File: src/hw/lease_cache_config.svh
`ifndef LEASE_CACHE_CONFIG_SVH
`define LEASE_CACHE_CONFIG_SVH

// cache geometry
// ----------------------------------------
`define LEASE_CACHE_LINES		16		// direct-mapped lines, power of two
`define LEASE_CACHE_INDEX_W		4		// log2 of the line count
`define LEASE_CACHE_OFFSET_W	4		// block offset bits below the index

// lease counts
// ----------------------------------------
`define LEASE_W					8		// width of one lease counter
`define LEASE_DEFAULT			8		// renewal value when a request carries lease zero

// identification and configuration word
// ----------------------------------------
`define CACHE_ID_STRUCTURE		(32'h0001_0000)	// direct-mapped organisation
`define CACHE_ID_REPLACEMENT	(32'h0000_0010)	// lease-based replacement
`define COMM_ENABLE_BIT			24		// count enable inside comm_i

`endif
File: src/hw/lease_cache_pkg.sv
package lease_cache_pkg;

	// readback selects on comm_i[3:0]
	// ----------------------------------------
	typedef enum logic [3:0] {
		SEL_HIT_LO			= 4'd0,		// hit counter
		SEL_HIT_HI			= 4'd1,
		SEL_MISS_LO			= 4'd2,		// miss counter
		SEL_MISS_HI			= 4'd3,
		SEL_WB_LO			= 4'd4,		// writeback counter
		SEL_WB_HI			= 4'd5,
		SEL_WALL_LO			= 4'd6,		// enabled cycles
		SEL_WALL_HI			= 4'd7,
		SEL_EXPIRED_LO		= 4'd8,		// expired lease replacements
		SEL_EXPIRED_HI		= 4'd9,
		SEL_DEFAULTED_LO	= 4'd10,	// renewals with the default lease
		SEL_DEFAULTED_HI	= 4'd11,
		SEL_MEXPIRED_LO		= 4'd12,	// several leases expired at eviction
		SEL_MEXPIRED_HI		= 4'd13,
		SEL_CACHE_ID		= 4'd15		// structure | replacement code
	} perf_sel_e;

	// request kind
	// ----------------------------------------
	typedef enum logic {
		ACCESS_READ		= 1'b0,
		ACCESS_WRITE	= 1'b1		// sets the dirty bit of the line
	} access_kind_e;

endpackage

File: src/hw/cache_event_if.sv
`timescale 1ns/1ps

// one-cycle event pulses from the tag store to the counters
interface cache_event_if;

	logic	hit;			// access found a valid matching tag
	logic	miss;			// access replaced the line
	logic	writeback;		// victim was valid and dirty
	logic	expired;		// victim lease had run out
	logic	expired_multi;	// another valid line was expired too
	logic	defaulted;		// lease renewed with the default value

	modport source (
		output	hit, miss, writeback,
		output	expired, expired_multi, defaulted
	);

	modport sink (
		input	hit, miss, writeback,
		input	expired, expired_multi, defaulted
	);

endinterface

File: src/hw/lease_cache_top.sv
`timescale 1ns/1ps

`include "lease_cache_config.svh"

module lease_cache_top (
	input	logic								clock_i,
	input	logic								resetn_i,
	input	logic								req_i,		// access strobe, one per cycle
	input	logic [31:0]						addr_i,
	input	lease_cache_pkg::access_kind_e		kind_i,
	input	logic [`LEASE_W-1:0]				lease_i,
	input	logic [31:0]						comm_i,		// configuration word
	output	logic [31:0]						comm_o		// selected counter half or id
);

	// event pulses, registered in the tag store
	// ----------------------------------------
	cache_event_if events_if ();

	// tag, dirty and lease arrays
	lease_tag_store tag_store_inst (
		.clock_i	(clock_i),
		.resetn_i	(resetn_i),
		.req_i		(req_i),
		.addr_i		(addr_i),
		.kind_i		(kind_i),
		.lease_i	(lease_i),
		.events_o	(events_if.source)
	);

	// counters and readback
	cache_performance_controller perf_ctrl_inst (
		.clock_i	(clock_i),
		.resetn_i	(resetn_i),
		.events_i	(events_if.sink),
		.comm_i		(comm_i),
		.comm_o		(comm_o)
	);

endmodule

File: src/hw/cache_performance_controller.sv
`timescale 1ns/1ps

`include "lease_cache_config.svh"

module cache_performance_controller (
	input	logic			clock_i,
	input	logic			resetn_i,
	cache_event_if.sink		events_i,
	input	logic [31:0]	comm_i,		// bit 24 enables counting, bits 3:0 select readback
	output	logic [31:0]	comm_o
);

	// event counters
	// ----------------------------------------
	logic			count_en;
	logic [63:0]	hit_cnt_q;
	logic [63:0]	miss_cnt_q;
	logic [63:0]	wb_cnt_q;
	logic [63:0]	wall_cnt_q;			// enabled cycles
	logic [63:0]	expired_cnt_q;
	logic [63:0]	defaulted_cnt_q;
	logic [63:0]	mexpired_cnt_q;

	assign count_en = comm_i[`COMM_ENABLE_BIT];

	always_ff @(posedge clock_i) begin
		if (!resetn_i) begin
			hit_cnt_q		<= '0;
			miss_cnt_q		<= '0;
			wb_cnt_q		<= '0;
			wall_cnt_q		<= '0;
			expired_cnt_q	<= '0;
			defaulted_cnt_q	<= '0;
			mexpired_cnt_q	<= '0;
		end else if (count_en) begin
			if (events_i.hit)			hit_cnt_q		<= hit_cnt_q + 64'd1;
			if (events_i.miss)			miss_cnt_q		<= miss_cnt_q + 64'd1;
			if (events_i.writeback)		wb_cnt_q		<= wb_cnt_q + 64'd1;
			if (events_i.expired)		expired_cnt_q	<= expired_cnt_q + 64'd1;
			if (events_i.defaulted)		defaulted_cnt_q	<= defaulted_cnt_q + 64'd1;
			if (events_i.expired_multi)	mexpired_cnt_q	<= mexpired_cnt_q + 64'd1;
			wall_cnt_q <= wall_cnt_q + 64'd1;		// every enabled edge
		end
	end

	// readback
	// ----------------------------------------
	lease_cache_pkg::perf_sel_e	sel;
	logic [31:0]				comm_q;

	assign sel = lease_cache_pkg::perf_sel_e'(comm_i[3:0]);

	// counters are read before this edge's update
	always_ff @(posedge clock_i) begin
		if (!resetn_i) begin
			comm_q <= '0;
		end else begin
			case (sel)
				lease_cache_pkg::SEL_HIT_LO:		comm_q <= hit_cnt_q[31:0];
				lease_cache_pkg::SEL_HIT_HI:		comm_q <= hit_cnt_q[63:32];
				lease_cache_pkg::SEL_MISS_LO:		comm_q <= miss_cnt_q[31:0];
				lease_cache_pkg::SEL_MISS_HI:		comm_q <= miss_cnt_q[63:32];
				lease_cache_pkg::SEL_WB_LO:			comm_q <= wb_cnt_q[31:0];
				lease_cache_pkg::SEL_WB_HI:			comm_q <= wb_cnt_q[63:32];
				lease_cache_pkg::SEL_WALL_LO:		comm_q <= wall_cnt_q[31:0];
				lease_cache_pkg::SEL_WALL_HI:		comm_q <= wall_cnt_q[63:32];
				lease_cache_pkg::SEL_EXPIRED_LO:	comm_q <= expired_cnt_q[31:0];
				lease_cache_pkg::SEL_EXPIRED_HI:	comm_q <= expired_cnt_q[63:32];
				lease_cache_pkg::SEL_DEFAULTED_LO:	comm_q <= defaulted_cnt_q[31:0];
				lease_cache_pkg::SEL_DEFAULTED_HI:	comm_q <= defaulted_cnt_q[63:32];
				lease_cache_pkg::SEL_MEXPIRED_LO:	comm_q <= mexpired_cnt_q[31:0];
				lease_cache_pkg::SEL_MEXPIRED_HI:	comm_q <= mexpired_cnt_q[63:32];
				lease_cache_pkg::SEL_CACHE_ID:
					comm_q <= `CACHE_ID_STRUCTURE | `CACHE_ID_REPLACEMENT;
				default:							comm_q <= '0;	// 14 and unlisted codes
			endcase
		end
	end

	assign comm_o = comm_q;

	// multi-expiry is a refinement of an expired eviction from the tag store
	mexpired_needs_expired_a: assert property (
		@(posedge clock_i) disable iff (!resetn_i)
		events_i.expired_multi |-> events_i.expired
	);

endmodule

File: src/hw/lease_tag_store.sv
`timescale 1ns/1ps

`include "lease_cache_config.svh"

module lease_tag_store (
	input	logic								clock_i,
	input	logic								resetn_i,
	input	logic								req_i,		// one access this cycle
	input	logic [31:0]						addr_i,
	input	lease_cache_pkg::access_kind_e		kind_i,
	input	logic [`LEASE_W-1:0]				lease_i,	// zero selects the default lease
	cache_event_if.source						events_o
);

	localparam int LINES	= `LEASE_CACHE_LINES;
	localparam int INDEX_W	= `LEASE_CACHE_INDEX_W;
	localparam int OFFSET_W	= `LEASE_CACHE_OFFSET_W;
	localparam int LEASE_W	= `LEASE_W;
	localparam int TAG_W	= 32 - INDEX_W - OFFSET_W;	// upper address bits

	// line state
	// ----------------------------------------
	logic [LINES-1:0]		valid_q;				// line holds a tag
	logic [LINES-1:0]		dirty_q;				// line written since fill
	logic [TAG_W-1:0]		tag_q	[LINES];
	logic [LEASE_W-1:0]		lease_q	[LINES];		// remaining accesses before expiry

	// request decode
	// ----------------------------------------
	logic [INDEX_W-1:0]		req_index;
	logic [TAG_W-1:0]		req_tag;
	logic					is_write;
	logic					lease_zero;				// request asks for the default lease
	logic [LEASE_W-1:0]		fill_lease;				// lease loaded into the accessed line

	assign req_index	= addr_i[OFFSET_W +: INDEX_W];
	assign req_tag		= addr_i[31 -: TAG_W];
	assign is_write		= (kind_i == lease_cache_pkg::ACCESS_WRITE);
	assign lease_zero	= (lease_i == '0);
	assign fill_lease	= lease_zero ? LEASE_W'(`LEASE_DEFAULT) : lease_i;

	// classification, all on pre-access state
	// ----------------------------------------
	logic					line_hit;
	logic					victim_dirty;			// writeback needed on a miss
	logic [LINES-1:0]		zero_flags;				// valid lines with an exhausted lease
	logic [LINES-1:0]		index_onehot;
	logic					victim_expired;
	logic					other_expired;			// some other line is expired as well

	assign line_hit		= valid_q[req_index] && (tag_q[req_index] == req_tag);
	assign victim_dirty	= valid_q[req_index] && dirty_q[req_index];

	always_comb begin
		for (int i = 0; i < LINES; i++) begin
			zero_flags[i] = valid_q[i] && (lease_q[i] == '0);
		end
	end

	assign index_onehot		= LINES'(1) << req_index;
	assign victim_expired	= zero_flags[req_index];
	assign other_expired	= |(zero_flags & ~index_onehot);	// reduction excludes the victim

	// registered event pulses
	// ----------------------------------------
	logic	hit_q;
	logic	miss_q;
	logic	writeback_q;
	logic	expired_q;
	logic	expired_multi_q;
	logic	defaulted_q;

	// control state: valid, dirty and the event pulses
	always_ff @(posedge clock_i) begin
		if (!resetn_i) begin
			valid_q			<= '0;		// every line invalid
			dirty_q			<= '0;
			hit_q			<= 1'b0;
			miss_q			<= 1'b0;
			writeback_q		<= 1'b0;
			expired_q		<= 1'b0;
			expired_multi_q	<= 1'b0;
			defaulted_q		<= 1'b0;
		end else begin
			hit_q			<= req_i && line_hit;
			miss_q			<= req_i && !line_hit;
			writeback_q		<= req_i && !line_hit && victim_dirty;
			expired_q		<= req_i && !line_hit && victim_expired;
			expired_multi_q	<= req_i && !line_hit && victim_expired && other_expired;
			defaulted_q		<= req_i && lease_zero;		// hit or miss

			if (req_i) begin
				valid_q[req_index] <= 1'b1;				// a miss fills at once
				if (!line_hit)
					dirty_q[req_index] <= is_write;		// fresh line, dirty only on write
				else if (is_write)
					dirty_q[req_index] <= 1'b1;
			end
		end
	end

	// tags and leases, qualified by valid_q
	always_ff @(posedge clock_i) begin
		if (req_i) begin
			for (int i = 0; i < LINES; i++) begin
				if (INDEX_W'(i) == req_index) begin
					lease_q[i] <= fill_lease;				// renew on hit and on fill
					if (!line_hit)
						tag_q[i] <= req_tag;
				end else if (valid_q[i] && (lease_q[i] != '0)) begin
					lease_q[i] <= lease_q[i] - 1'b1;		// countdown saturates at zero
				end
			end
		end
	end

	assign events_o.hit				= hit_q;
	assign events_o.miss			= miss_q;
	assign events_o.writeback		= writeback_q;
	assign events_o.expired			= expired_q;
	assign events_o.expired_multi	= expired_multi_q;
	assign events_o.defaulted		= defaulted_q;

	// checks on the outgoing pulses
	// ----------------------------------------
	// eviction side effects belong to a miss in the same cycle
	evict_needs_miss_a: assert property (
		@(posedge clock_i) disable iff (!resetn_i)
		(events_o.writeback || events_o.expired || events_o.expired_multi) |-> events_o.miss
	);

	// an access is classified exactly once
	hit_miss_exclusive_a: assert property (
		@(posedge clock_i) disable iff (!resetn_i)
		!(events_o.hit && events_o.miss)
	);

endmodule

File: config.mk
export PLATFORM = sky130hd
export DESIGN_NAME = lease_cache_top
export DESIGN_NICKNAME = d
export VERILOG_FILES = /design/src/hw/lease_cache_pkg.sv /design/src/hw/cache_event_if.sv /design/src/hw/lease_cache_top.sv /design/src/hw/cache_performance_controller.sv /design/src/hw/lease_tag_store.sv
export VERILOG_INCLUDE_DIRS = /design/src /design/src/hw
export SDC_FILE = /design/constraint.sdc
export NUM_CORES = 2
export LEC_CHECK = 0
export BUFFER_PORTS_ARGS = -buffer_cell sky130_fd_sc_hd__buf_2
export CORE_MARGIN = 4
export CORE_UTILIZATION = 30
export DETAILED_ROUTE_END_ITERATION = 12
export PLACE_DENSITY = 0.43
export SLEW_MARGIN = 20
export SYNTH_ARGS = -nofsm -noshare
export SYNTH_HDL_FRONTEND = slang
export SYNTH_SLANG_ARGS = --single-unit
File: constraint.sdc
create_clock -name clock_i -period 4.2 [get_ports clock_i]
set_clock_uncertainty 0.2 [all_clocks]
set_input_delay 0 -clock clock_i [delete_from_list [all_inputs] [get_ports clock_i]]
set_output_delay 0 -clock clock_i [all_outputs]
set_load 0.005 [all_outputs]
=== Word-level counts from Yosys, hierarchy flattened ===
Memories as Yosys holds them, arrays and structs flattened.
Index checks and enable logic that the tools add are counted.

* Bits in writable memories: 512
* Bits of input ports: 76
* Memories kept: 2
* Register bits after elaboration: 518
* Logic and storage cells: 430
* Output and inout bits: 32

{| class="wikitable"
|+ Memories
! memory !! depth !! bits a word !! rd ports !! clocked after Yosys merged registers in !! wr ports !! line !! RTL
|-
| tag_store_inst.tag_q || 16 || 24 || 1 || 0 || 1 || lease_tag_store.sv:25 || <nowiki>logic [TAG_W-1:0] tag_q [LINES];</nowiki>
|-
| tag_store_inst.lease_q || 16 || 8 || 16 || 0 || 16 || lease_tag_store.sv:26 || <nowiki>logic [LEASE_W-1:0] lease_q [LINES];</nowiki>
|}

* Bitwise operators: 20
* Add/subtract/negate cells: 23
* Eq/ne operators: 31
* Reductions and logical operators: 100
* Shift-type cells: 1
* $lt $le $gt $ge: 2
* Multiplexer cells: 235

{| class="wikitable"
|+ Operators by type and width
! cell !! count
|-
| 32-bit one-hot mux with 15 select lines || 1
|-
| 64-bit by 1-bit adder with 64-bit output (second input constant) || 7
|-
| 24-bit 2-to-1 mux || 15
|-
| 24-bit OR reduction || 15
|-
| 1-bit 2-to-1 mux || 180
|-
| 8-bit logical NOT || 17
|-
| 8-bit 2-to-1 mux || 17
|-
| 8-bit nonzero test || 16
|-
| 8-bit by 1-bit subtractor with 8-bit output (second input constant) || 16
|-
| 4-bit 2-to-1 mux || 15
|-
| 1-bit logical AND || 41
|-
| 4-bit equality test (first input constant) || 8
|-
| 16-bit 2-to-1 mux || 2
|-
| 16-bit bitwise OR || 2
|-
| 4-bit equality test (second input constant) || 7
|-
| 24-bit equality test || 1
|-
| 16-bit AND || 1
|-
| 16-bit bitwise mux || 1
|-
| 3-bit by 4-bit equality test with 1-bit output (first input constant) || 4
|-
| 4-bit by 3-bit equality test with 1-bit output (second input constant) || 4
|-
| 16-bit inverter || 1
|-
| 1-bit bitwise OR || 16
|-
| 16-bit OR reduction || 1
|-
| 1-bit by 4-bit left shift with 16-bit output (first input constant) || 1
|-
| 12 further kinds || 23
|}

=== Depth between registers and ports, before layout ===
* Word-level depth: 23
* Mapped depth: 13
* Depth with buffers taken out: 9

=== Cells and area by module ===
From an unflattened synthesis, not the netlist that was laid out.

* Cells, all modules: 4,789
* Area total of the unflattened synthesis: 49,741.5 um^2

{| class="wikitable"
|+ By module, submodules not included
! module !! area each (um^2) !! cells each !! sequential area each (um^2) !! times used
|-
| lease_tag_store || 24,999.0 || 1,746 || 16,135.5 || 1
|-
| cache_performance_controller || 24,742.5 || 3,043 || 9,609.2 || 1
|}

=== Worst setup path before layout ===
No wires, ideal clock.

* Path kind: reg-to-reg
* From: memory tag_store_inst.tag_q[15][2] (netlist name)
* To: memory tag_store_inst.tag_q[1][0] (netlist name), enable pin
* Path buffers: 1
* Stages on the path, launching flop included: 10
* Arrival: 3.087 ns
* Setup time: 0.405 ns
* Clock period less this slack: 3.692 ns
* Setup slack: 0.508 ns
* Required time: 3.595 ns
* Cell sequence: edfxtp_1 -> mux4_2 -> o22a_1 -> and3_1 -> and4_1 -> o2111ai_1 -> a211oi_4 -> and3_1 -> buf_4 -> nor2_1

* Cells in the longest elaborated chain, start to end: 23
* Elaborated cells between the ends (all ways): 97
* Those cells by class: eq/ne (1); mux (79); reduce/logical (16); memory (1)

{| class="wikitable"
|+ Ends and longest elaborated chain
! what !! line !! RTL
|-
| from (decl) || lease_tag_store.sv:25 ||
|-
| memory 16 x 24 bit * || - ||
|-
| 24-bit equality test * || lease_tag_store.sv:51 || <nowiki>assign line_hit = valid_q[req_index] && (tag_q[req_index] == req_tag);</nowiki>
|-
| 1-bit logical AND * || lease_tag_store.sv:51 ||
|-
| 1-bit 2-to-1 mux * || lease_tag_store.sv:108 || <nowiki>if (!line_hit)</nowiki>
|-
| 1-bit 2-to-1 mux || lease_tag_store.sv:106 || <nowiki>if (INDEX_W'(i) == req_index) begin</nowiki>
|-
| 1-bit 2-to-1 mux || lease_tag_store.sv:104 || <nowiki>if (req_i) begin</nowiki>
|-
| 1-bit 2-to-1 mux (not written as such) || lease_tag_store.sv:109 || <nowiki>tag_q[i] <= req_tag;</nowiki>
|-
| 24-bit OR reduction (no line) || - ||
|-
| 4-bit 2-to-1 mux (no line) or 1-bit 2-to-1 mux (tied branches) (15 in series) || - ||
|}

Mark *: on every way between the ends. The rest lies on a longest branch, timed or not.

=== Worst setup path in the final report ===
* From: input addr_i[4]
* To: memory tag_store_inst.tag_q[2][7] (netlist name), enable pin

* Cells in the longest elaborated chain, start to end: 23
* Elaborated cells between the ends (all ways): 115
* Those cells by class: eq/ne (16); mux (81); reduce/logical (17); memory (1)

{| class="wikitable"
|+ Ends and longest elaborated chain
! what !! line !! RTL
|-
| from (decl) || lease_cache_top.sv:9 || <nowiki>input logic [31:0] addr_i,</nowiki>
|-
| memory 16 x 24 bit or 1-bit binary-select mux with 4-bit select (tied branches) || - ||
|-
| 24-bit equality test or 1-bit 2-to-1 mux (tied branches) || lease_tag_store.sv:51 ||
|-
| 1-bit logical AND || lease_tag_store.sv:51 ||
|-
| 1-bit 2-to-1 mux || lease_tag_store.sv:108 ||
|-
| 1-bit 2-to-1 mux || lease_tag_store.sv:106 ||
|-
| 1-bit 2-to-1 mux || lease_tag_store.sv:104 ||
|-
| 1-bit 2-to-1 mux (not written as such) || lease_tag_store.sv:109 ||
|-
| 24-bit OR reduction (no line) || - ||
|-
| 4-bit 2-to-1 mux (no line) or 1-bit 2-to-1 mux (tied branches) (15 in series) || - ||
|}

Several ways; a longest one is shown, not always the timed one. The select of a mux whose other input is x is not followed.

==> results.py <==
metrics = {
    "clocking": {
        "ctsResizeCount": 0,
        "insertion_delay_ns": 0.78,
        "clk_path_buf_depth": 3,
        "cts-root-buf": "clkbuf_16",
        "cts_tree": "built",
        "clk_pin_slew_ns": 0.06,
        "cts_num_sinks": 1030,
        "holdBufCountCts": 63,
        "cts_max_level": 3,
        "numCtsBuffers": 118,
        "cts_setup_buffers": 0,
    },
    "outcome": {
        "status": "finished clean",
    },
    "setup_path": {
        "crit_path_max_fanout": 26,
        "criticalPathCategory": "input port to flop",
        "startpoint": "addr_i[4]",
        "cp.required_ns": 4.35,
        "timing.rr.start": "tag_store_inst.tag_q[3][14]",
        "worstSetupStartpointType": "input port",
        "reg2reg_slack_ns": 0.45,
        "end_kind": "flop",
        "cp-endpoint": "tag_store_inst.tag_q[2][7]",
        "r2r_cells": 8,
        "reg2reg_to": "tag_store_inst.tag_q[2][7]",
        "arrival_ns": 4.00,
    },
    "synth": {
        "avgSynthCellArea_sq_um": 10.8,
        "synth.most_common_cell": "nor2_1",
        "synth_xor_area_share_pct": 9.04,
        "yosysTopAreaCellShare_pct": 32.6,
        "synth_edf_count": 512,
        "synth_fp_nets": 4489,
        "synth-simple-area-share_pct": 17.4,
        "async_reset_ff_share_pct": 0,
        "synthFlopType": "dfxtp_1",
        "synthMuxAreaShare_pct": 5.99,
        "synth.area.top_cells": "edfxtp_1 33%, dfxtp_1 22%, xor2_1 5.8%, nor2_1 4.7%, mux4_2 4.3%",
        "ys_types": 73,
        "synth_compound_area_share_pct": 9.26,
        "synth_top_family_by_area": "simple AND/OR/NAND/NOR gates",
        "synth_seq_cells": 1030,
        "synth.yosys.warnings": 0,
        "synth.top_cells.by_count": "589 x nor2_1, 518 x dfxtp_1, 512 x edfxtp_1",
        "synthCells": 4374,
        "ys_seq_area_share_pct": 54.6,
        "syn-cell-area_sq_um": 47200,
        "synthAdderAreaFrac_pct": 1.03,
        "yosys.area.top_type": "edfxtp_1",
    },
    "grt": {
        "antenna_found_initial": 8,
        "grt_pass1_vias": 33900,
        "track_usage_pct": 19.8,
        "grt_max_degree": 137,
        "grt_overflow_total": 0,
        "grt_pass1_wl_microns": 240000,
    },
    "timing": {
        "setup_viol": 0,
        "setup_tns_ns": 0,
        "rsz0062_at_grt": "no",
        "fmax_mhz": 260,
        "slew_violations": 0,
        "hold_violations": 0,
        "slew_headroom_pct": 25.5,
        "fin_crit_ns": 3.84,
        "finalCritPeriodShare_pct": 91.5,
        "tightestPinTransition_ns": 1.12,
    },
    "final_layout": {
        "area_growth_pct": 18.3,
        "num-nets-final": 4723,
        "stdcell_count": 6771,
        "nFillCells": 15600,
        "regArea_sq_um": 25700,
        "drive_gt1_share_pct": 13.2,
        "multi_input_area_sq_um": 20400,
    },
    "detailed_routing": {
        "wl_microns": 166000,
        "drtIter0Drc": 3186,
        "firstDrtPassIters": 6,
        "avgRoutedWirePerCell_microns": 24.5,
        "vias": 35200,
        "avgViaCountPerCell": 5.19,
        "drtAntennaViolNets": 0,
        "route.detailed.drc": 0,
    },
    "die": {
        "start_util_pct": 30.2,
        "die_area_sq_um": 164000,
        "rows": 145,
        "fp.dieW_microns": 405,
        "die_height_microns": 405,
        "ios": 108,
        "core_area_sq_um": 156000,
    },
    "pwr": {
        "vdd.ir_drop.worst_v": 0.000372,
        "powerDensity_nw_per_um2": 401,
        "p_leak_nw": 18.7,
    },
    "hold_path": {
        "hold_class": "input port to flop",
        "min_delay_path_depth": 2,
    },
    "placed_design": {
        "portBuffers": 76,
        "place.gp.congestion": 0.863,
        "dp_hpwl_microns": 114000,
        "place_inst": 6483,
    },
    "run": {
        "maxCapViolCount": 0,
    },
}
-- critical path, cell delays in order --
cell and delay (ns):
dlygate4sd3_1 0.54, buf_6 0.35, buf_12 0.23, buf_12 0.16, mux4_2 0.50, nand2_1 0.08, o211ai_1 0.11, and3_1 0.20
o211ai_1 0.30, buf_4 0.19, nor4_4 0.03, and3_2 0.24, buf_4 0.19, nor2_4 0.84
-- stage by stage --
step,worst slack (ns),cell area [sq um],hold WS [ns],utilization (%),total power [mW]
floorplan,0.508,47200,-0.101,-,11.5
global placement,0.0677,51100,0.151,32.7,11.9
detailed placement,0.0734,51200,0.156,32.7,11.9
CTS,0.315,55800,0.00453,35.7,22.7
global route,0.215,55800,0.0465,35.7,23.1
finish,0.357,55800,0.0424,35.7,22.4
-- worst min path at each step --
stage	startpoint	endpoint	slack, ns
2_1_floorplan	addr_i[8]	tag_store_inst.tag_q[0][0]	-0.10
6_report	addr_i[14]	tag_store_inst.tag_q[10][6]	0.04
4_1_cts	addr_i[16]	tag_store_inst.tag_q[6][8]	0.005
3_5_place_dp	addr_i[25]	tag_store_inst.tag_q[0][17]	0.16
3_3_place_gp	addr_i[30]	tag_store_inst.tag_q[8][22]	0.15
5_1_grt	addr_i[16]	tag_store_inst.tag_q[6][8]	0.05
-- layout by cell type, fill, tap and decap left out, types with 22 or more instances in the layout --
| cell | Yosys | routed |
|---|---|---|
| clkbuf_16 | 0 | 120 |
| xnor2_1 | 177 | 177 |
| nor3_1 | 58 | 49 |
| a22o_1 | 63 | 63 |
| and4_1 | 48 | 48 |
| clkinv_2 | 0 | 24 |
| nand3b_1 | 29 | 29 |
| inv_1 | 102 | 101 |
| buf_4 | 12 | 157 |
| or3_1 | 89 | 89 |
| dlygate4sd3_1 | 0 | 63 |
| and3_1 | 66 | 65 |
| mux2i_1 | 65 | 65 |
| a22oi_1 | 70 | 70 |
| xor2_1 | 310 | 310 |
| ha_1 | 39 | 39 |
| nor2_4 | 0 | 22 |
| clkbuf_1 | 150 | 22 |
| nand3_1 | 175 | 175 |
| a21oi_1 | 222 | 221 |
| nand4_1 | 114 | 114 |
| nor2_1 | 589 | 566 |
| dfxtp_1 | 518 | 518 |
| nand2_1 | 324 | 324 |
| buf_2 | 26 | 74 |
| o22ai_1 | 22 | 22 |
| and2_1 | 45 | 45 |
| o21ai_0 | 133 | 133 |
| a221oi_1 | 96 | 96 |
| a31oi_1 | 37 | 37 |
| mux4_2 | 91 | 91 |
| edfxtp_1 | 512 | 512 |
| buf_12 | 0 | 22 |
| nand2b_1 | 25 | 25 |
-- power breakdown --
part	switching, mW	leakage, nW	internal [mW]
registers	0.0488	8.80	10.7
logic	0.671	7.92	0.370
clock network	4.51	1.96	6.12
total	5.23	18.7	17.2
-- cells by family after synthesis --
family	Yosys count
AOI/OAI and AO/OA	677
buffers and inverters	309
and+or+nand+nor	1665
adders and majority gates	39
xor gates and xnor gates	487
muxes	167
DFF	1030
-- sequential cells by signal (all words and copies together) (netlist names) --
name	flops
perf_ctrl_inst.wb_cnt_q	64
perf_ctrl_inst.wall_cnt_q	64
perf_ctrl_inst.defaulted_cnt_q	64
tag_store_inst.events_o.hit	1
perf_ctrl_inst.mexpired_cnt_q	64
perf_ctrl_inst.hit_cnt_q	64
tag_store_inst.dirty_q	16
tag_store_inst.events_o.miss	1
perf_ctrl_inst.expired_cnt_q	64
tag_store_inst.events_o.defaulted	1
tag_store_inst.lease_q	128
tag_store_inst.events_o.writeback	1
tag_store_inst.valid_q	16
tag_store_inst.events_o.expired_multi	1
tag_store_inst.events_o.expired	1
tag_store_inst.tag_q	384
perf_ctrl_inst.miss_cnt_q	64
perf_ctrl_inst.comm_o	32
-- metal layers --
| layer | vias up | routed length (microns) | GRT usage [%] |
|---|---|---|---|
| li1 | 16400 | - | - |
| met1 | 17600 | 77500 | 28.3 |
| met2 | 914 | 75900 | 31.7 |
| met3 | 223 | 7290 | 2.22 |
| met4 | 2 | 4880 | 5.79 |
| met5 | - | 13 | 0 |
-- area by class of cell --
class	count	area share, %
clock buffer	159	5.95
clock inverter	64	1.23
multi-input combinational	3035	36.6
inverter	105	0.720
antenna	2	0.00897
timing repair buffer	318	4.73
sequential	1030	46.1
tap	2058	4.61
No activity file was read; power rests on OpenSTA's default activity.
